===== src/verilog/decPkg.sv =====
/*
Shared types for the 32-bit decoder. Register ids above 0x0F are pseudo
registers, and 0x7F means no register. The 64-bit and FPU ranges are not modeled.
*/

package decPkg;

	localparam int INSTR_W = 48;	// fetch window
	localparam int CMD_W = 16;
	localparam int REG_W = 7;
	localparam int IMM_W = 32;
	localparam int STEP_W = 4;

	typedef logic [INSTR_W-1:0] instrWord_t;
	typedef logic [CMD_W-1:0] cmdWord_t;
	typedef logic [REG_W-1:0] regId_t;
	typedef logic [IMM_W-1:0] imm_t;
	typedef logic [STEP_W-1:0] pcStep_t;

	localparam regId_t UREG_R0 = 7'h00;
	localparam regId_t UREG_R15 = 7'h0F;
	localparam regId_t UREG_ZZR = 7'h7F;	// no register
	localparam regId_t UREG_MR_IMM = 7'h7E;	// operand is the immediate
	localparam regId_t UREG_MR_MEMINC = 7'h7D;	// @Rm+
	localparam regId_t UREG_MR_MEMDEC = 7'h7C;	// @-Rn
	localparam regId_t UREG_PCW = 7'h7B;
	localparam regId_t UREG_PCL = 7'h7A;

	localparam logic [7:0] PFX_8E = 8'h8E;
	localparam logic [7:0] PFX_8A = 8'h8A;

	localparam pcStep_t PC_STEP16 = 4'd2;
	localparam pcStep_t PC_STEP32 = 4'd4;

	typedef enum logic [7:0] {
		UCMD_NONE = 8'h00,
		UCMD_UDBRK,
		UCMD_MOV_RR, UCMD_MOV_RI,
		UCMD_MOVB_RM, UCMD_MOVW_RM, UCMD_MOVL_RM,
		UCMD_MOVB_MR, UCMD_MOVW_MR, UCMD_MOVL_MR,
		UCMD_ALU_ADD, UCMD_ALU_SUB, UCMD_ALU_ADDC, UCMD_ALU_ADDV,
		UCMD_ALU_SUBC, UCMD_ALU_SUBV, UCMD_ALU_AND, UCMD_ALU_OR,
		UCMD_ALU_XOR, UCMD_ALU_MUL, UCMD_ALU_DMULS, UCMD_ALU_DMULU,
		UCMD_ALU_MULSW, UCMD_ALU_MULUW, UCMD_ALU_DIV0S, UCMD_ALU_DIV1,
		UCMD_ALU_CMPSTR, UCMD_ALU_XTRCT,
		UCMD_ALU_SHLL, UCMD_ALU_SHLR, UCMD_ALU_SHAL, UCMD_ALU_SHAR,
		UCMD_ALU_ROTL, UCMD_ALU_ROTR, UCMD_ALU_ROTCL, UCMD_ALU_ROTCR,
		UCMD_ALU_SHLD, UCMD_ALU_SHLDR, UCMD_ALU_SHAD, UCMD_ALU_SHADR,
		UCMD_ALU_DT, UCMD_ALU_MOVT, UCMD_ALU_SPOP,
		UCMD_CMP_EQ, UCMD_CMP_HS, UCMD_CMP_GE, UCMD_CMP_HI,
		UCMD_CMP_GT, UCMD_CMP_TST,
		UCMD_BRA, UCMD_BSR, UCMD_BT, UCMD_BF, UCMD_BTS, UCMD_BFS,
		UCMD_BRAN, UCMD_RTS, UCMD_RTE
	} uCmd_t;

	// special op selector, carried in imm[7:0]
	typedef enum logic [7:0] {
		SPOP_CLRT = 8'd0,
		SPOP_SETT = 8'd1,
		SPOP_CLRMAC = 8'd2,
		SPOP_CLRS = 8'd3,
		SPOP_SETS = 8'd4,
		SPOP_NOTT = 8'd5,
		SPOP_DIV0U = 8'd6,
		SPOP_SLEEP = 8'd7
	} spOp_t;

	typedef enum logic [4:0] {
		UXFORM_CST, UXFORM_Z, UXFORM_N, UXFORM_N_C,
		UXFORM_MOV_NS, UXFORM_MOV_NSO, UXFORM_MOV_NSJ,
		UXFORM_MOV_INC, UXFORM_MOV_DEC,
		UXFORM_ARI_NST, UXFORM_ARI_ST, UXFORM_CMP_ST,
		UXFORM_ARI_NNI, UXFORM_ARI_I8R0,
		UXFORM_BR_D8, UXFORM_BR_D12, UXFORM_PCREL, UXFORM_NST_8E
	} form_t;

	typedef struct packed {
		cmdWord_t cmdWord;
		logic [7:0] pfxByte;	// 8E payload byte
		logic [23:0] imm24;	// 8A payload
		logic isOp8E;
		logic isOp8A;
		pcStep_t stepPc;
		pcStep_t stepPc2;
	} decFields_t;

	typedef struct packed {
		uCmd_t uCmd;
		form_t form;
		imm_t ovrImm;
		logic ovrValid;
		pcStep_t stepPc;
	} decOp_t;

	typedef struct packed {
		regId_t regN;
		regId_t regS;
		regId_t regT;
		imm_t imm;
		uCmd_t uCmd;
		pcStep_t stepPc;
		pcStep_t stepPc2;
	} decOut_t;

	localparam decOut_t DEC_OUT_RST = '{
		regN: UREG_ZZR,
		regS: UREG_ZZR,
		regT: UREG_ZZR,
		imm: '0,
		uCmd: UCMD_NONE,
		stepPc: '0,
		stepPc2: '0
	};

	// plain GPR from an opcode nibble
	function automatic regId_t gprId(input logic [3:0] nib);
		return UREG_R0 | regId_t'(nib);
	endfunction

endpackage


===== src/verilog/opWordSplit.sv =====
/*
Only the 8E and 8A prefixes start a 32-bit op. Bits 47:32 are looked at only
for the next-op step when a prefix is present.
*/

`timescale 1ns/1ps

module opWordSplit(
	input decPkg::instrWord_t istrWord,
	output decPkg::decFields_t fields
);

	logic [7:0] nextByte;	// high byte of the following op

	always_comb begin
		fields = '0;
		fields.imm24 = {istrWord[7:0], istrWord[31:16]};
		case (istrWord[15:8])
			decPkg::PFX_8E: begin
				fields.cmdWord = istrWord[31:16];
				fields.pfxByte = istrWord[7:0];
				fields.isOp8E = 1'b1;
				fields.stepPc = decPkg::PC_STEP32;
				nextByte = istrWord[47:40];
			end
			decPkg::PFX_8A: begin
				fields.cmdWord = istrWord[15:0];
				fields.isOp8A = 1'b1;
				fields.stepPc = decPkg::PC_STEP32;
				nextByte = istrWord[47:40];
			end
			default: begin
				fields.cmdWord = istrWord[15:0];
				fields.stepPc = decPkg::PC_STEP16;
				nextByte = istrWord[31:24];
			end
		endcase

		case (nextByte)
			decPkg::PFX_8A,
			8'h8C,	// escape, still a 32-bit op
			decPkg::PFX_8E: begin
				fields.stepPc2 = decPkg::PC_STEP32;
			end
			default: begin
				fields.stepPc2 = decPkg::PC_STEP16;
			end
		endcase
	end

endmodule


===== src/verilog/opClassify.sv =====
/*
Unknown or reserved words decode as UDBRK. 0F3B is the only row that
yields a zero PC step, so the fetch stalls on it.
*/

`timescale 1ns/1ps

module opClassify(
	input decPkg::decFields_t fields,
	output decPkg::decOp_t op
);

	logic holdPc;

	function automatic decPkg::decOp_t mk(decPkg::uCmd_t c, decPkg::form_t f);
		decPkg::decOp_t o;
		o = '0;
		o.uCmd = c;
		o.form = f;
		return o;
	endfunction

	function automatic decPkg::decOp_t mkOvr(decPkg::uCmd_t c, decPkg::form_t f,
		decPkg::imm_t v);
		decPkg::decOp_t o;
		o = mk(c, f);
		o.ovrImm = v;
		o.ovrValid = 1'b1;
		return o;
	endfunction

	function automatic decPkg::decOp_t sp(decPkg::spOp_t s);
		return mkOvr(decPkg::UCMD_ALU_SPOP, decPkg::UXFORM_CST, {24'h0, s});
	endfunction

	// fixed-count shift as SHLD Rn by immediate
	function automatic decPkg::decOp_t shf(decPkg::imm_t cnt);
		return mkOvr(decPkg::UCMD_ALU_SHLD, decPkg::UXFORM_N_C, cnt);
	endfunction

	always_comb begin
		op = mk(decPkg::UCMD_UDBRK, decPkg::UXFORM_CST);
		holdPc = 1'b0;
		if (fields.isOp8A) begin
			op = mkOvr(decPkg::UCMD_MOV_RI, decPkg::UXFORM_CST,
				{{8{fields.imm24[23]}}, fields.imm24});
		end else begin
			casez (fields.cmdWord)
			16'h0zz4: op = mk(decPkg::UCMD_MOVB_RM, decPkg::UXFORM_MOV_NSO);
			16'h0zz5: op = mk(decPkg::UCMD_MOVW_RM, decPkg::UXFORM_MOV_NSO);
			16'h0zz6: op = mk(decPkg::UCMD_MOVL_RM, decPkg::UXFORM_MOV_NSO);
			16'h0zz7: op = mk(decPkg::UCMD_ALU_MUL, decPkg::UXFORM_ARI_ST);
			16'h0z08: op = sp(decPkg::SPOP_CLRT);
			16'h0z18: op = sp(decPkg::SPOP_SETT);
			16'h0z28: op = sp(decPkg::SPOP_CLRMAC);
			16'h0z48: op = sp(decPkg::SPOP_CLRS);
			16'h0z58: op = sp(decPkg::SPOP_SETS);
			16'h0z68: op = sp(decPkg::SPOP_NOTT);
			16'h0z09: op = mk(decPkg::UCMD_NONE, decPkg::UXFORM_Z);	// nop
			16'h0z19: op = sp(decPkg::SPOP_DIV0U);
			16'h0z29: op = mk(decPkg::UCMD_ALU_MOVT, decPkg::UXFORM_N);
			16'h0z0B: op = mk(decPkg::UCMD_RTS, decPkg::UXFORM_Z);
			16'h0z1B: op = sp(decPkg::SPOP_SLEEP);
			16'h0z2B: op = mk(decPkg::UCMD_RTE, decPkg::UXFORM_Z);
			16'h0z3B: begin	// breakpoint
				op = mkOvr(decPkg::UCMD_UDBRK, decPkg::UXFORM_Z, 32'd1);
				if (fields.cmdWord[11:8] == 4'hF) begin
					op.uCmd = decPkg::UCMD_NONE;	// hold in place
					holdPc = 1'b1;
				end
			end
			16'h0zzC: op = mk(decPkg::UCMD_MOVB_MR, decPkg::UXFORM_MOV_NSO);
			16'h0zzD: op = mk(decPkg::UCMD_MOVW_MR, decPkg::UXFORM_MOV_NSO);
			16'h0zzE: op = mk(decPkg::UCMD_MOVL_MR, decPkg::UXFORM_MOV_NSO);
			16'h1zzz: op = mk(decPkg::UCMD_MOVL_RM, decPkg::UXFORM_MOV_NSJ);
			16'h2zz0: op = mk(decPkg::UCMD_MOVB_RM, decPkg::UXFORM_MOV_NS);
			16'h2zz1: op = mk(decPkg::UCMD_MOVW_RM, decPkg::UXFORM_MOV_NS);
			16'h2zz2: op = mk(decPkg::UCMD_MOVL_RM, decPkg::UXFORM_MOV_NS);
			16'h2zz4: op = mk(decPkg::UCMD_MOVB_RM, decPkg::UXFORM_MOV_DEC);
			16'h2zz5: op = mk(decPkg::UCMD_MOVW_RM, decPkg::UXFORM_MOV_DEC);
			16'h2zz6: op = mk(decPkg::UCMD_MOVL_RM, decPkg::UXFORM_MOV_DEC);
			16'h2zz7: op = mk(decPkg::UCMD_ALU_DIV0S, decPkg::UXFORM_ARI_ST);
			16'h2zz8: op = mk(decPkg::UCMD_CMP_TST, decPkg::UXFORM_CMP_ST);
			16'h2zz9: op = mk(decPkg::UCMD_ALU_AND, decPkg::UXFORM_ARI_NST);
			16'h2zzA: op = mk(decPkg::UCMD_ALU_XOR, decPkg::UXFORM_ARI_NST);
			16'h2zzB: op = mk(decPkg::UCMD_ALU_OR, decPkg::UXFORM_ARI_NST);
			16'h2zzC: op = mk(decPkg::UCMD_ALU_CMPSTR, decPkg::UXFORM_ARI_NST);
			16'h2zzD: op = mk(decPkg::UCMD_ALU_XTRCT, decPkg::UXFORM_ARI_NST);
			16'h2zzE: op = mk(decPkg::UCMD_ALU_MULUW, decPkg::UXFORM_ARI_ST);
			16'h2zzF: op = mk(decPkg::UCMD_ALU_MULSW, decPkg::UXFORM_ARI_ST);
			16'h3zz0: op = mk(decPkg::UCMD_CMP_EQ, decPkg::UXFORM_CMP_ST);
			16'h3zz2: op = mk(decPkg::UCMD_CMP_HS, decPkg::UXFORM_CMP_ST);
			16'h3zz3: op = mk(decPkg::UCMD_CMP_GE, decPkg::UXFORM_CMP_ST);
			16'h3zz4: op = mk(decPkg::UCMD_ALU_DIV1, decPkg::UXFORM_ARI_NST);
			16'h3zz5: op = mk(decPkg::UCMD_ALU_DMULU, decPkg::UXFORM_ARI_ST);
			16'h3zz6: op = mk(decPkg::UCMD_CMP_HI, decPkg::UXFORM_CMP_ST);
			16'h3zz7: op = mk(decPkg::UCMD_CMP_GT, decPkg::UXFORM_CMP_ST);
			16'h3zz8: op = mk(decPkg::UCMD_ALU_SUB, decPkg::UXFORM_ARI_NST);
			16'h3zzA: op = mk(decPkg::UCMD_ALU_SUBC, decPkg::UXFORM_ARI_NST);
			16'h3zzB: op = mk(decPkg::UCMD_ALU_SUBV, decPkg::UXFORM_ARI_NST);
			16'h3zzC: op = mk(decPkg::UCMD_ALU_ADD, decPkg::UXFORM_ARI_NST);
			16'h3zzD: op = mk(decPkg::UCMD_ALU_DMULS, decPkg::UXFORM_ARI_ST);
			16'h3zzE: op = mk(decPkg::UCMD_ALU_ADDC, decPkg::UXFORM_ARI_NST);
			16'h3zzF: op = mk(decPkg::UCMD_ALU_ADDV, decPkg::UXFORM_ARI_NST);
			16'h4z00: op = mk(decPkg::UCMD_ALU_SHLL, decPkg::UXFORM_N);
			16'h4z10: op = mk(decPkg::UCMD_ALU_DT, decPkg::UXFORM_N);
			16'h4z20: op = mk(decPkg::UCMD_ALU_SHAL, decPkg::UXFORM_N);
			16'h4z01: op = mk(decPkg::UCMD_ALU_SHLR, decPkg::UXFORM_N);
			16'h4z21: op = mk(decPkg::UCMD_ALU_SHAR, decPkg::UXFORM_N);
			16'h4zz3: begin	// three-register ALU, prefixed only
				if (fields.isOp8E) begin
					case (fields.cmdWord[7:4])
						4'h0: op = mk(decPkg::UCMD_ALU_ADD, decPkg::UXFORM_NST_8E);
						4'h1: op = mk(decPkg::UCMD_ALU_SUB, decPkg::UXFORM_NST_8E);
						4'h2: op = mk(decPkg::UCMD_ALU_MUL, decPkg::UXFORM_NST_8E);
						4'h3: op = mk(decPkg::UCMD_ALU_AND, decPkg::UXFORM_NST_8E);
						4'h4: op = mk(decPkg::UCMD_ALU_OR, decPkg::UXFORM_NST_8E);
						4'h5: op = mk(decPkg::UCMD_ALU_XOR, decPkg::UXFORM_NST_8E);
						4'h6: op = mk(decPkg::UCMD_ALU_SHLD, decPkg::UXFORM_NST_8E);
						4'h7: op = mk(decPkg::UCMD_ALU_SHLDR, decPkg::UXFORM_NST_8E);
						4'h8: op = mk(decPkg::UCMD_ALU_SHAD, decPkg::UXFORM_NST_8E);
						4'h9: op = mk(decPkg::UCMD_ALU_SHADR, decPkg::UXFORM_NST_8E);
						default: ;
					endcase
				end
			end
			16'h4z04: op = mk(decPkg::UCMD_ALU_ROTL, decPkg::UXFORM_N);
			16'h4z24: op = mk(decPkg::UCMD_ALU_ROTCL, decPkg::UXFORM_N);
			16'h4z05: op = mk(decPkg::UCMD_ALU_ROTR, decPkg::UXFORM_N);
			16'h4z25: op = mk(decPkg::UCMD_ALU_ROTCR, decPkg::UXFORM_N);
			16'h4z08: op = shf(32'd2);
			16'h4z18: op = shf(32'd8);
			16'h4z28: op = shf(32'd16);
			16'h4z09: op = shf(32'hFFFF_FFFE);	// right shifts are negative
			16'h4z19: op = shf(32'hFFFF_FFF8);
			16'h4z29: op = shf(32'hFFFF_FFF0);
			16'h4zzC: op = mk(decPkg::UCMD_ALU_SHAD, decPkg::UXFORM_ARI_NST);
			16'h4zzD: op = mk(decPkg::UCMD_ALU_SHLD, decPkg::UXFORM_ARI_NST);
			16'h5zzz: op = mk(decPkg::UCMD_MOVL_MR, decPkg::UXFORM_MOV_NSJ);
			16'h6zz0: op = mk(decPkg::UCMD_MOVB_MR, decPkg::UXFORM_MOV_NS);
			16'h6zz1: op = mk(decPkg::UCMD_MOVW_MR, decPkg::UXFORM_MOV_NS);
			16'h6zz2: op = mk(decPkg::UCMD_MOVL_MR, decPkg::UXFORM_MOV_NS);
			16'h6zz3: op = mk(decPkg::UCMD_MOV_RR, decPkg::UXFORM_MOV_NS);
			16'h6zz4: op = mk(decPkg::UCMD_MOVB_MR, decPkg::UXFORM_MOV_INC);
			16'h6zz5: op = mk(decPkg::UCMD_MOVW_MR, decPkg::UXFORM_MOV_INC);
			16'h6zz6: op = mk(decPkg::UCMD_MOVL_MR, decPkg::UXFORM_MOV_INC);
			16'h7zzz: op = mk(decPkg::UCMD_ALU_ADD, decPkg::UXFORM_ARI_NNI);
			16'h82zz: op = mk(decPkg::UCMD_BRAN, decPkg::UXFORM_BR_D8);
			16'h88zz: op = mk(decPkg::UCMD_CMP_EQ, decPkg::UXFORM_ARI_I8R0);
			16'h89zz: op = mk(decPkg::UCMD_BT, decPkg::UXFORM_BR_D8);
			16'h8Bzz: op = mk(decPkg::UCMD_BF, decPkg::UXFORM_BR_D8);
			16'h8Dzz: op = mk(decPkg::UCMD_BTS, decPkg::UXFORM_BR_D8);
			16'h8Fzz: op = mk(decPkg::UCMD_BFS, decPkg::UXFORM_BR_D8);
			16'h9zzz: op = mk(decPkg::UCMD_MOVW_MR, decPkg::UXFORM_PCREL);
			16'hAzzz: op = mk(decPkg::UCMD_BRA, decPkg::UXFORM_BR_D12);
			16'hBzzz: op = mk(decPkg::UCMD_BSR, decPkg::UXFORM_BR_D12);
			16'hC8zz: op = mk(decPkg::UCMD_CMP_TST, decPkg::UXFORM_ARI_I8R0);
			16'hC9zz: op = mk(decPkg::UCMD_ALU_AND, decPkg::UXFORM_ARI_I8R0);
			16'hCAzz: op = mk(decPkg::UCMD_ALU_XOR, decPkg::UXFORM_ARI_I8R0);
			16'hCBzz: op = mk(decPkg::UCMD_ALU_OR, decPkg::UXFORM_ARI_I8R0);
			16'hDzzz: op = mk(decPkg::UCMD_MOVL_MR, decPkg::UXFORM_PCREL);
			16'hEzzz: op = mk(decPkg::UCMD_MOV_RI, decPkg::UXFORM_ARI_NNI);
			default: ;	// stays UDBRK
			endcase
		end
		op.stepPc = holdPc ? '0 : fields.stepPc;
	end

endmodule


===== src/verilog/operandForm.sv =====
/*
Output is registered, one cycle after the word is sampled. Selectors a form
leaves unset read as ZZR, and an override immediate always wins.
*/

`timescale 1ns/1ps

module operandForm(
	input logic clk,
	input logic rstN,
	input decPkg::decFields_t fields,
	input decPkg::decOp_t op,
	output decPkg::decOut_t decOut
);

	decPkg::cmdWord_t cw;
	logic [7:0] pfx;
	decPkg::regId_t rn;
	decPkg::regId_t rm;
	decPkg::regId_t rt;
	decPkg::imm_t pfxSx;
	decPkg::decOut_t nxt;

	assign cw = fields.cmdWord;
	assign pfx = fields.pfxByte;
	assign rn = decPkg::gprId(cw[11:8]);
	assign rm = decPkg::gprId(cw[7:4]);
	assign rt = decPkg::gprId(cw[3:0]);
	assign pfxSx = {{24{pfx[7]}}, pfx};

	always_comb begin
		nxt.regN = decPkg::UREG_ZZR;
		nxt.regS = decPkg::UREG_ZZR;
		nxt.regT = decPkg::UREG_ZZR;
		nxt.imm = '0;
		nxt.uCmd = op.uCmd;
		nxt.stepPc = op.stepPc;
		nxt.stepPc2 = fields.stepPc2;

		case (op.form)
			decPkg::UXFORM_CST: begin
				if (fields.isOp8A)
					nxt.regN = decPkg::UREG_R0;	// 24-bit load target
			end
			decPkg::UXFORM_N, decPkg::UXFORM_N_C: begin
				nxt.regN = rn;
				nxt.regS = rn;
				if (op.form == decPkg::UXFORM_N_C)
					nxt.regT = decPkg::UREG_MR_IMM;
			end
			decPkg::UXFORM_MOV_NS: begin
				nxt.regN = rn;
				nxt.regS = rm;
				if (fields.isOp8E)
					nxt.imm = pfxSx;	// displacement from prefix
			end
			decPkg::UXFORM_MOV_NSO: begin
				nxt.regN = rn;
				nxt.regS = rm;
				if (fields.isOp8E) begin
					nxt.regT = decPkg::gprId(pfx[7:4]);
					nxt.imm = {28'h0, pfx[3:0]};
				end else begin
					nxt.regT = decPkg::UREG_R0;	// @(R0,Rm)
				end
			end
			decPkg::UXFORM_MOV_NSJ: begin
				nxt.regN = rn;
				nxt.regS = rm;
				if (fields.isOp8E) begin
					nxt.regT = rt;
					nxt.imm = pfxSx;
				end else begin
					nxt.imm = {28'h0, cw[3:0]};
				end
			end
			decPkg::UXFORM_MOV_INC, decPkg::UXFORM_MOV_DEC: begin
				nxt.regN = rn;
				nxt.regS = rm;
				nxt.regT = (op.form == decPkg::UXFORM_MOV_INC) ?
					decPkg::UREG_MR_MEMINC : decPkg::UREG_MR_MEMDEC;
			end
			decPkg::UXFORM_ARI_NST: begin
				nxt.regN = rn;
				if (fields.isOp8E) begin
					nxt.regS = rm;
					nxt.regT = decPkg::UREG_MR_IMM;
					nxt.imm = pfxSx;
				end else begin
					nxt.regS = rn;
					nxt.regT = rm;
				end
			end
			decPkg::UXFORM_ARI_ST: begin
				nxt.regN = rn;
				nxt.regS = rm;
			end
			decPkg::UXFORM_CMP_ST: begin
				nxt.regS = rn;
				if (fields.isOp8E) begin
					nxt.regT = decPkg::UREG_MR_IMM;
					nxt.imm = {{20{pfx[7]}}, pfx, cw[7:4]};
				end else begin
					nxt.regT = rm;
				end
			end
			decPkg::UXFORM_ARI_NNI: begin
				nxt.regN = rn;
				nxt.regS = rn;
				nxt.regT = decPkg::UREG_MR_IMM;
				nxt.imm = fields.isOp8E ? {{16{pfx[7]}}, pfx, cw[7:0]} :
					{{24{cw[7]}}, cw[7:0]};
			end
			decPkg::UXFORM_ARI_I8R0: begin
				nxt.regN = decPkg::UREG_R0;
				nxt.regS = decPkg::UREG_R0;
				nxt.regT = decPkg::UREG_MR_IMM;
				nxt.imm = {24'h0, cw[7:0]};	// zero extended
			end
			decPkg::UXFORM_BR_D8: begin
				nxt.imm = fields.isOp8E ? {{16{pfx[7]}}, pfx, cw[7:0]} :
					{{24{cw[7]}}, cw[7:0]};
			end
			decPkg::UXFORM_BR_D12: begin
				nxt.imm = fields.isOp8E ? {{12{pfx[7]}}, pfx, cw[11:0]} :
					{{20{cw[11]}}, cw[11:0]};
			end
			decPkg::UXFORM_PCREL: begin
				nxt.regN = rn;
				nxt.regS = cw[14] ? decPkg::UREG_PCL : decPkg::UREG_PCW;	// Dxxx vs 9xxx
				nxt.imm = {24'h0, cw[7:0]};
			end
			decPkg::UXFORM_NST_8E: begin
				nxt.regN = rn;
				nxt.regS = decPkg::gprId(pfx[7:4]);
				nxt.regT = decPkg::gprId(pfx[3:0]);
			end
			default: ;
		endcase

		if (op.ovrValid)
			nxt.imm = op.ovrImm;
	end

	always_ff @(posedge clk or negedge rstN) begin
		if (!rstN) begin
			decOut <= decPkg::DEC_OUT_RST;
		end else begin
			decOut <= nxt;
		end
	end

endmodule


===== src/verilog/instrDecode.sv =====
/*
Free-running decoder with one cycle of latency and no stall input.
A new fetch window is taken on every rising clk edge.
*/

`timescale 1ns/1ps

module instrDecode(
	input logic clk,
	input logic rstN,
	input decPkg::instrWord_t istrWord,
	output decPkg::decOut_t decOut
);

	decPkg::decFields_t fields;
	decPkg::decOp_t op;

	opWordSplit uSplit(
		.istrWord(istrWord),
		.fields(fields)
	);

	opClassify uClassify(
		.fields(fields),
		.op(op)
	);

	operandForm uForm(
		.clk(clk),
		.rstN(rstN),
		.fields(fields),
		.op(op),
		.decOut(decOut)
	);

endmodule


===== config.mk =====
export PLATFORM = sky130hd
export DESIGN_NAME = instrDecode
export DESIGN_NICKNAME = d
export VERILOG_FILES = /design/src/verilog/decPkg.sv /design/src/verilog/opWordSplit.sv /design/src/verilog/opClassify.sv /design/src/verilog/operandForm.sv /design/src/verilog/instrDecode.sv
export SDC_FILE = /design/constraint.sdc
export NUM_CORES = 1
export LEC_CHECK = 0
export BUFFER_PORTS_ARGS = -buffer_cell sky130_fd_sc_hd__buf_2
export CAP_MARGIN = 30
export CORE_UTILIZATION = 60
export DETAILED_ROUTE_END_ITERATION = 12
export HOLD_SLACK_MARGIN = 0.12
export PLACE_DENSITY = 0.87
export SLEW_MARGIN = 30
export SYNTH_ARGS = -nofsm -noshare
export SYNTH_HDL_FRONTEND = slang
export SYNTH_SLANG_ARGS = --single-unit

===== constraint.sdc =====
create_clock -name clk -period 2.08 [get_ports clk]
set_clock_uncertainty 0.15 [all_clocks]
set_input_delay 0 -clock clk [delete_from_list [all_inputs] [get_ports clk]]
set_output_delay 0 -clock clk [all_outputs]
set_load 0.03 [all_outputs]

==> results.json, run 1 <==
{
  "ys_types": 95,
  "synth_top_area_share_pct": 14.2,
  "stop_error": "[ERROR DPL-0038] Utilization greater than 100%, impossible to legalize",
  "die_w_um": 102,
  "synth_flop_cell": "dfrtp_1",
  "syn_avg_cell_area_um2": 7.56,
  "synth_seq_area_share_pct": 20.8,
  "async_reset_ff_share_pct": 100,
  "synthCells": 793,
  "post-cts-setup-buffer-count": 36,
  "pin_count": 119,
  "synth_top_area_cell": "dfrtp_1",
  "ctsResizeCount": 146,
  "ys_seq_elements": 49,
  "root_buffer": "clkbuf_8",
  "numClockSinks": 49,
  "cts_buffer_depth": 2,
  "ys_warn_count": 0,
  "synth_edf_count": 0,
  "syn_area_mm2": 0.00600,
  "numPortBuffers": 104,
  "status": "stopped before the end",
  "die_h_um": 102,
  "lastStage": "4_1_cts",
  "hpwl_um": 25700,
  "rows": 36,
  "hold_buffers": 29,
  "synthTopCellsByArea": "dfrtp_1, dfstp_2, nand2_1, o21ai_0, nor2_1",
  "cts_htree_levels": 2,
  "start_util_pct": 61.6,
  "place.gp.congestion": 1.23,
  "cts_made_buffers": 5
}
-- stage by stage --
step | setup slack, ns | cell area [um^2] | setup TNS, ns | cells | hold slack, ns
floorplan | -0.928 | 6270 | -30.71 | 798 | -0.446
global placement | -1.04 | 8660 | -43.32 | 1233 | -0.0438
detailed placement | -1.38 | 8660 | -56.25 | 1233 | -0.0204
-- Yosys cell counts, types with 7 or more instances --
library cell  count
nand2_1          92
o21a_1            8
a211o_1           8
nand4_1          24
a221oi_1          8
dfrtp_1          34
inv_1            16
and4_1            7
nor2b_1          19
a41oi_1           9
clkbuf_1         43
dfstp_2          15
nor3_1           29
buf_2            18
nor2_1           48
o211ai_1         16
a31oi_1          13
a211oi_1         15
o2111ai_1        12
a221o_1          10
or2_2             8
mux2i_1          14
nand2b_1         13
a21oi_1          35
and3_1           14
nand3_1          20
buf_4            22
and2_1           10
or3_1            13
o21ai_0          46
o22ai_1           7
-- cells by family after synthesis --
kind of cell,share of synthesized area [%]
mux,3.32
other cells,0.0625
simple gates,32.4
xor+xnor,1.02
buf+inv,9.20
compound gates,33.3
flops,20.8
==> run 2: changes to the inputs <==
--- a/config.mk
+++ b/config.mk
@@ -7,10 +7,9 @@
 export LEC_CHECK = 0
 export BUFFER_PORTS_ARGS = -buffer_cell sky130_fd_sc_hd__buf_2
 export CAP_MARGIN = 30
-export CORE_UTILIZATION = 60
+export CORE_UTILIZATION = 40
 export DETAILED_ROUTE_END_ITERATION = 12
-export HOLD_SLACK_MARGIN = 0.12
-export PLACE_DENSITY = 0.87
+export PLACE_DENSITY_LB_ADDON = 0.15
 export SLEW_MARGIN = 30
 export SYNTH_ARGS = -nofsm -noshare
 export SYNTH_HDL_FRONTEND = slang
==> run 2 against run 1 <==
The flow now finishes, with violations (negative setup slack). Synthesized cell count unchanged. Area after synthesis unchanged.
==> results.json, run 2 <==
{
  "grt_pass1_vias": 8757,
  "numPortBuffers": 104,
  "synth_seq_area_share_pct": 20.8,
  "gr-total-overflow": 0,
  "drive_gt1_share_pct": 52.3,
  "finalSetupViolations": 46,
  "clk_pin_slew_ns": 0.08,
  "worstSetupPathType": "input port to register",
  "critPathMaxFanout": 11,
  "grt_util_met2_pct": 72.4,
  "synth_commonest_cells": "nand2_1, nor2_1, o21ai_0",
  "async_reset_ff_share_pct": 100,
  "setup_slack_ns": -0.988,
  "status": "complete, but fails checks",
  "crit_chain": "buf_6 > or4b_4 > buf_12 > buf_12 > nor4_1 > o22ai_1 > a21oi_4 > nor4_4 > buf_4 > a311o_1 > o31a_1 > o221a_4 > o211ai_1",
  "reg_top3": "uForm.decOut: 49 flops",
  "cts_htree_levels": 2,
  "rows": 44,
  "vias": 8886,
  "crit_path_frequent_cell": "buf_12",
  "slew_viol_final": 0,
  "cts_made_buffers": 5,
  "grt_max_degree": 50,
  "ys_types": 95,
  "fillers": 1180,
  "relSlewSlack_pct": 37.4,
  "die_w_um": 124,
  "die_h_um": 124,
  "crit_required_ns": 2.13,
  "synthCells": 793,
  "cts_buffer_depth": 2,
  "end_kind": "register",
  "ys_warn_count": 0,
  "synth_top_area_cell": "dfrtp_1",
  "critPathMaxStageDelay_ns": 0.60,
  "fin_tns_setup_ns": -34.42,
  "nets": 1218,
  "pin_count": 119,
  "met1_usage_pct": 53.1,
  "place.gp.congestion": 1.05,
  "drtIter0Drc": 1054,
  "synthToLayoutAreaGrowth_pct": 68.8,
  "grt_use_met3_pct": 7.90,
  "synthTopCellsByArea": "dfrtp_1, dfstp_2, nand2_1, o21ai_0, nor2_1",
  "largest_register": "uForm.decOut",
  "antenna_found_initial": 0,
  "peakVddDrop_uv": 334,
  "syn_avg_cell_area_um2": 7.56,
  "route.detailed.drc": 0,
  "layout_common_cells": "buf_4, buf_2, nand2_1",
  "max_cap_viol_count": 0,
  "coreArea_mm2": 0.0146,
  "synth_top_area_share_pct": 14.2,
  "violations": "negative setup slack",
  "max_slew.worst_pin.slew_ns": 0.931,
  "vias_per_cell": 6.57,
  "min_period_ns": 3.07,
  "worst_setup_path_start_kind": "input port",
  "critical_path_arrival_ns": 3.11,
  "cts_tree": "yes",
  "drt_first_pass_iters": 5,
  "synth_most_common_cell": "nand2_1",
  "ant_nets": 0,
  "hpwl_um": 26500,
  "wl_per_cell_um": 26.2,
  "largest_reg_flops": 49,
  "synth_flop_cell": "dfrtp_1",
  "track_usage_pct": 44.2,
  "dieArea_mm2": 0.0155,
  "p_leak_nw": 4.59,
  "syn_area_mm2": 0.00600,
  "ys_seq_elements": 49,
  "root_buffer": "clkbuf_16",
  "grt_first_pass_wirelength_um": 52600,
  "grt-busiest-layer": "met2",
  "period_share_pct": 147,
  "synth_edf_count": 0,
  "crit_buf_inv": 4,
  "hp-class": "input port to register",
  "fin_util_pct": 69.4,
  "rsz0062_at_grt": "true",
  "final_common_cell": "buf_4",
  "max_freq_mhz": 326,
  "routed_wirelength_um": 35500,
  "path_delay_family": "compound AO/OA/AOI/OAI gates",
  "start_util_pct": 41.1,
  "numClockSinks": 49,
  "hold_viol": 0,
  "diodes": 0,
  "power.density_mw_per_mm2": 414,
  "crit_path_top_delay_cell": "or4b_4"
}
==> run 2: cell type report <==
cell class                 instances  area, um^2  area share (%)
clock buffer                       6         139            1.37
inverter                          16        60.1           0.593
tap                              184         230            2.27
sequential                        49        1240            12.3
multi-input combinational        641        4960            49.0
clock inverter                     2        37.5           0.371
timing repair buffer             455        3450            34.1
==> run 2: what timing repair did <==
action | 4_1_cts | 5_1_grt
setup buffers | 31 | 13
pin swaps | 43 | 31
cloned | 2 | 1
hold buffers | 9 | 0
hold endpoints to repair | 42 | 0
endpoints found under the setup margin | 47 | 47
resized for setup | 98 | 45
==> run 2: logic make-up (layout without fill, tap and decap cells) <==
kind of cell,Yosys count,in the layout,synth area share (%)
compound gates,264,264,33.3
other cells,1,6,0.0625
flops,49,49,20.8
xor+xnor,7,7,1.02
mux,18,18,3.32
simple gates,345,346,32.4
buf+inv,109,479,9.20
==> run 2: stage by stage <==
step                      worst slack (ns)  total power, mW  instance area [um^2]  hold slack, ns  instances
after floorplan                     -0.928             2.18                  6270          -0.446        798
after CTS                           -0.832             4.03                  9780          0.0152       1341
after global routing                -0.988             4.31                 10100          0.0217       1353
final                               -0.988             4.19                 10100          0.0192       1353
after detailed placement             -1.29             2.91                  8800         -0.0169       1294
after global placement               -1.25             2.89                  8800         -0.0370       1294
==> run 2: final timing paths <==
path / startpoint / end / slack, ns / depth (start not counted)
min in group asynchronous: rstN / uForm.decOut[5]$_DFF_PN0_ / 0.18 / 3
max in group asynchronous: rstN / uForm.decOut[21]$_DFF_PN0_ / 1.16 / 3
worst min-delay path: istrWord[29] / uForm.decOut[2]$_DFF_PN0_ / 0.02 / 4
worst max-delay path: istrWord[13] / uForm.decOut[56]$_DFF_PN1_ / -0.99 / 13
==> run 2: layer usage <==
metal  wire [um]  vias to the layer above  share of wire [%]
li1            -                     3767                  -
met1       13200                     4254                 37
met2       16100                      658                 45
met3        3370                      207                9.5
met4        2740                        0                7.7
met5           0                        -                  0
==> run 2: power breakdown <==
part,internal (mW),switching (mW),total (mW)
Sequential,1.10,0.0353,1.13
Combinational,0.824,1.25,2.07
Clock,0.601,0.381,0.982
Total,2.52,1.67,4.19
Note: power is estimated with default switching activity, not from simulation.
==> run 3: changes to the inputs <==
--- a/config.mk
+++ b/config.mk
@@ -7,6 +7,7 @@
 export LEC_CHECK = 0
 export BUFFER_PORTS_ARGS = -buffer_cell sky130_fd_sc_hd__buf_2
 export CAP_MARGIN = 30
+export CORE_ASPECT_RATIO = 1.4
 export CORE_UTILIZATION = 40
 export DETAILED_ROUTE_END_ITERATION = 12
 export PLACE_DENSITY_LB_ADDON = 0.15
==> constraint.sdc (replaced) <==
create_clock -name clk -period 2.6 [get_ports clk]
set_clock_uncertainty 0.15 [all_clocks]
set_input_delay 0 -clock clk [delete_from_list [all_inputs] [get_ports clk]]
set_output_delay 0 -clock clk [all_outputs]
set_load 0.03 [all_outputs]
==> run 3 against run 2 <==
Core utilization rose by 0.13 points. Routed wire length rose by 1.6%. Total power fell by 22%. The run still ends with negative setup slack left. Sequential share of layout area barely moved. Non-clock buffer count rose by 6.
==> results.json, run 3 (same netlist as run 2, synthesis figures left out) <==
{
  "place.gp.congestion": 1.05,
  "crit_path_top_delay_cell": "or4b_4",
  "combPwrFrac_pct": 51.8,
  "antenna_found_initial": 1,
  "p_sw_mw": 1.34,
  "peakVddDrop_uv": 434,
  "vias": 8893,
  "cts_buffer_depth": 2,
  "p_leak_nw": 4.59,
  "worst_setup_path_start_kind": "input port",
  "largest_register": "uForm.decOut",
  "max_cap_viol_count": 0,
  "grt_first_pass_wirelength_um": 53300,
  "cts_made_buffers": 5,
  "die_w_um": 105,
  "synthToLayoutAreaGrowth_pct": 69.0,
  "start_util_pct": 41.1,
  "final_common_cell": "buf_4",
  "critical_path_arrival_ns": 3.11,
  "p_seq_share_pct": 27.8,
  "grt_pass1_vias": 8967,
  "crit_path_frequent_cell": "buf_4",
  "drtIter0Drc": 921,
  "reg_top3": "uForm.decOut: 49 flops",
  "switching_share_pct": 41.3,
  "power.density_mw_per_mm2": 321,
  "drt_first_pass_iters": 9,
  "crit_chain": "buf_6 > or4b_4 > buf_6 > o31a_1 > buf_4 > nor3_4 > a32o_2 > nor4b_4 > buf_4 > buf_4 > buf_4 > nand4_1 > o211ai_1 > buf_4 > a211oi_4 > buf_4 > o221ai_1",
  "wl_per_cell_um": 26.4,
  "relSlewSlack_pct": 42.8,
  "pin_count": 119,
  "min_period_ns": 3.10,
  "status": "complete, but fails checks",
  "clk_pin_slew_ns": 0.07,
  "numClockSinks": 49,
  "path_delay_family": "buffers and inverters",
  "vias_per_cell": 6.52,
  "die_h_um": 147,
  "dieArea_mm2": 0.0155,
  "hpwl_um": 27500,
  "setup_slack_ns": -0.504,
  "internal_power_mw": 1.91,
  "end_kind": "register",
  "rsz0062_at_grt": "true",
  "gr-total-overflow": 0,
  "hold_viol": 0,
  "max_freq_mhz": 322,
  "nets": 1223,
  "timing.hold.ws_ns": 0.0420,
  "place_inst": 1296,
  "layout_common_cells": "buf_4, buf_2, nand2_1",
  "rows": 52,
  "cts_tree": "yes",
  "root_buffer": "clkbuf_16",
  "diodes": 0,
  "routed_wirelength_um": 36000,
  "critPathMaxFanout": 3,
  "drive_gt1_share_pct": 51.9,
  "ant_nets": 0,
  "power_mw": 3.25,
  "violations": "negative setup slack",
  "crit_required_ns": 2.61,
  "clkPwrFrac_pct": 20.4,
  "numPortBuffers": 104,
  "route.detailed.drc": 0,
  "preCtsSetupSlack_ns": -0.932,
  "finalSetupViolations": 43,
  "hp-class": "input port to register",
  "cts_htree_levels": 2,
  "slew_viol_final": 0,
  "max_slew.worst_pin.slew_ns": 0.847,
  "track_usage_pct": 46.7,
  "fin_util_pct": 69.5,
  "period_share_pct": 119,
  "crit_buf_inv": 8,
  "critPathMaxStageDelay_ns": 0.58,
  "grt_max_degree": 50,
  "largest_reg_flops": 49,
  "coreArea_mm2": 0.0146,
  "worstSetupPathType": "input port to register",
  "instances_no_fill": 1363
}
run 3: repair_timing:
action,4_1_cts,5_1_grt
endpoints found under the setup margin,44,44
buffers inserted,32,19
resized for setup,95,68
endpoints found under the hold margin,40,1
pin swaps,35,28
hold buffers,7,1
gates cloned,1,0
run 3: cell type report:
class | instances | area, um^2
clock buffers | 5 | 125
clock inverters | 3 | 21.3
fillers | 1190 | 4440
repair buffers | 461 | 3520
inverters | 16 | 60.1
well taps | 189 | 236
multi-input cells | 640 | 4920
flip-flops and latches | 49 | 1240
run 3: path summary, 6_finish.rpt:
path | slack [ns] | endpoint | from | cells after the start
max in group asynchronous | 1.78 | uForm.decOut[10]$_DFF_PN0_ | rstN | 2
worst min-delay path | 0.04 | uForm.decOut[2]$_DFF_PN0_ | istrWord[27] | 4
min in group asynchronous | 0.10 | uForm.decOut[24]$_DFF_PN0_ | rstN | 2
worst max-delay path | -0.50 | uForm.decOut[19]$_DFF_PN0_ | istrWord[14] | 17
run 3: power groups by stage:
stage / registers, mW / logic, mW / clock network, mW
6_report: 0.903 / 1.68 / 0.662
5_1_grt: 0.912 / 1.74 / 0.701
4_1_cts: 0.904 / 1.53 / 0.658
3_5_place_dp: 0.918 / 1.43 / 0
3_3_place_gp: 0.914 / 1.41 / 0
2_1_floorplan: 1.11 / 0.633 / 0
run 3: tightest hold or removal path: cells and delay by family:
kind,cells,cell delay [ns]
buffers and inverters,2,0.26
AO/OA/AOI/OAI,2,0.20
run 3: layer usage:
metal	track usage (%)	share of wire (%)
met3	11.2	9.4
met4	43.5	11
met2	76.1	47
met5	0	0
met1	49.2	33
run 3: per-stage QoR:
step / instance area, um^2 / setup TNS [ns]
4_1_cts: 9650 / -9.94
2_1_floorplan: 6200 / -8.53
3_3_place_gp: 8730 / -32.58
3_5_place_dp: 8730 / -34.39
5_1_grt: 10100 / -15.22
6_report: 10100 / -12.90
==> run 4: changes to the inputs <==
--- a/config.mk
+++ b/config.mk
@@ -5,13 +5,16 @@
 export SDC_FILE = /design/constraint.sdc
 export NUM_CORES = 1
 export LEC_CHECK = 0
+export ABC_AREA = 1
 export BUFFER_PORTS_ARGS = -buffer_cell sky130_fd_sc_hd__buf_2
 export CAP_MARGIN = 30
 export CORE_ASPECT_RATIO = 1.4
+export CORE_MARGIN = 1.5
 export CORE_UTILIZATION = 40
 export DETAILED_ROUTE_END_ITERATION = 12
 export PLACE_DENSITY_LB_ADDON = 0.15
 export SLEW_MARGIN = 30
 export SYNTH_ARGS = -nofsm -noshare
 export SYNTH_HDL_FRONTEND = slang
+export SYNTH_HIERARCHICAL = 1
 export SYNTH_SLANG_ARGS = --single-unit
==> run 4 against run 3 <==
The flow still finishes with violations (negative setup slack). Area after synthesis grew 5.7%. Global-route usage fell by 7.7 points. Worst hold slack got worse by 0.028 ns. Non-clock buffer count up 19. Sequential cell count up 14. Total power grew 35%. Clock-buffer cell count grew 4. Critical path type unchanged. Highest routed layer unchanged.
==> results.json, run 4 <==
{
  "switching_share_pct": 38.4,
  "grt_max_degree": 34,
  "synth_top_area_cell": "nand2_1",
  "finalSetupViolations": 47,
  "route.detailed.drc": 0,
  "cts_htree_levels": 3,
  "violations": "negative setup slack",
  "preCtsSetupSlack_ns": -1.00,
  "track_usage_pct": 38.9,
  "critPathMaxStageDelay_ns": 0.23,
  "crit_required_ns": 2.67,
  "root_buffer": "clkbuf_16",
  "routed_wirelength_um": 34400,
  "pin_count": 119,
  "fin_tns_setup_ns": -15.89,
  "critical_path_arrival_ns": 3.05,
  "timing.hold.ws_ns": 0.0138,
  "diodes": 0,
  "grt_pass1_vias": 9055,
  "async_reset_ff_share_pct": 100,
  "crit_path_top_delay_cell": "o21a_4",
  "wl_per_cell_um": 20.0,
  "power_mw": 4.38,
  "cts_made_buffers": 9,
  "layout_common_cells": "nand2_1, buf_4, nor2_1",
  "final_common_cell": "nand2_1",
  "synth_most_common_cell": "nand2_1",
  "place.gp.congestion": 1.03,
  "vias_per_cell": 5.38,
  "gr-total-overflow": 0,
  "nets": 1574,
  "synthCells": 1097,
  "clk_pin_slew_ns": 0.06,
  "synth_top_area_share_pct": 23.6,
  "setup_slack_ns": -0.375,
  "synthTopCellsByArea": "nand2_1, dfrtp_1, nor2_1, nand3_1, dfstp_2",
  "instances_no_fill": 1725,
  "slew_viol_final": 0,
  "cts_tree": "yes",
  "start_util_pct": 40.8,
  "cts_buffer_depth": 2,
  "vias": 9282,
  "dieArea_mm2": 0.0166,
  "place_inst": 1611,
  "reg_top3": "uForm/decOut: 63 flops",
  "drtIter0Drc": 843,
  "ant_nets": 0,
  "syn_avg_cell_area_um2": 5.78,
  "max_slew.worst_pin.slew_ns": 0.745,
  "min_period_ns": 2.97,
  "synthToLayoutAreaGrowth_pct": 81.9,
  "relSlewSlack_pct": 50.3,
  "ys_warn_count": 6,
  "drive_gt1_share_pct": 51.0,
  "end_kind": "register",
  "peakVddDrop_uv": 510,
  "syn_area_mm2": 0.00634,
  "numClockSinks": 63,
  "coreArea_mm2": 0.0155,
  "synth_seq_area_share_pct": 25.2,
  "crit_path_frequent_cell": "nand2_2",
  "hold_viol": 0,
  "ys_seq_elements": 63,
  "antenna_found_initial": 0,
  "die_h_um": 152,
  "die_w_um": 109,
  "hp-class": "input port to register",
  "status": "complete, but fails checks",
  "max_cap_viol_count": 0,
  "synth_flop_cell": "dfrtp_1",
  "largest_reg_flops": 63,
  "synth_edf_count": 0,
  "critPathMaxFanout": 6,
  "p_leak_nw": 6.54,
  "period_share_pct": 114,
  "grt_first_pass_wirelength_um": 48400,
  "drt_first_pass_iters": 6,
  "rsz0062_at_grt": "true",
  "worstSetupPathType": "input port to register",
  "numPortBuffers": 110,
  "clkPwrFrac_pct": 30.2,
  "largest_register": "uForm/decOut",
  "max_freq_mhz": 336,
  "combPwrFrac_pct": 42.5,
  "worst_setup_path_start_kind": "input port",
  "rows": 54,
  "p_sw_mw": 1.68,
  "synth_commonest_cells": "nand2_1, nor2_1, inv_1",
  "internal_power_mw": 2.70,
  "power.density_mw_per_mm2": 380,
  "p_seq_share_pct": 27.2,
  "ys_types": 39,
  "hpwl_um": 24300
}
## run 4: changes by cell type after synthesis, moves of 19 or more
cell and delta:
nand2_2 +21, nand3_1 +68, nand2_1 +307, nor2b_1 -19, buf_4 +28, clkbuf_1 -35, inv_1 +88, nor2_1 +134
## run 4: cells by family after synthesis
family / share of synthesized area [%]
AOI/OAI and AO/OA: 6.83
buffers and inverters: 14.9
and+or+nand+nor: 52.9
other: 0.118
DFF: 25.2
## run 4: power groups by stage
stage               logic [mW]  registers (mW)  clock network, mW
floorplan                0.637            1.48                  0
global placement          1.43            1.20                  0
detailed placement        1.45            1.21                  0
CTS                       1.66            1.19               1.33
global route              1.97            1.21               1.39
finish                    1.87            1.19               1.33
## run 4: repair_timing
action	4_1_cts	5_1_grt
setup endpoints to repair	47	48
pin swaps	47	54
hold buffers	27	0
resized for setup	177	181
cloned	1	1
endpoints found under the hold margin	50	0
setup buffers	46	31
## run 4: area by class of cell
class                   instances  area, um^2
inverters                     118         522
well taps                     196         245
clock buffers                   9         225
fillers                      1208        4010
flip-flops and latches         63        1600
clock inverters                 7        97.6
repair buffers                480        3760
multi-input cells             852        5090
## run 4: worst paths after layout
path | start | end | slack [ns] | depth (start not counted)
min | istrWord[0] | uForm/decOut[32]$_DFF_PN0_ | 0.01 | 6
min in group asynchronous | rstN | uForm/decOut[44]$_DFF_PN0_ | 0.11 | 2
max in group asynchronous | rstN | uForm/decOut[50]$_DFF_PN1_ | 1.38 | 3
max | istrWord[12] | uForm/decOut[38]$_DFF_PN0_ | -0.37 | 27
## run 4: per-stage QoR
step	cell area (um^2)	utilization, %
3_3_place_gp	8980	57.8
5_1_grt	11500	74.2
3_5_place_dp	8980	57.8
6_report	11500	74.2
4_1_cts	10600	68.2
2_1_floorplan	6590	-
## run 4: layer usage
metal  track usage (%)  vias up  share of wire (%)
met5                 0        -                  0
met3              6.82      237                6.7
met4              34.3        0                 12
met1              35.7     4273                 31
met2              70.6      537                 50
li1                  -     4235                  -
## run 4: critical path, delay by kind of cell
kind / cells / cell delay, ns
AND/OR/NAND/NOR: 18 / 1.95
buffers and inverters: 8 / 0.84
AO/OA/AOI/OAI: 1 / 0.23
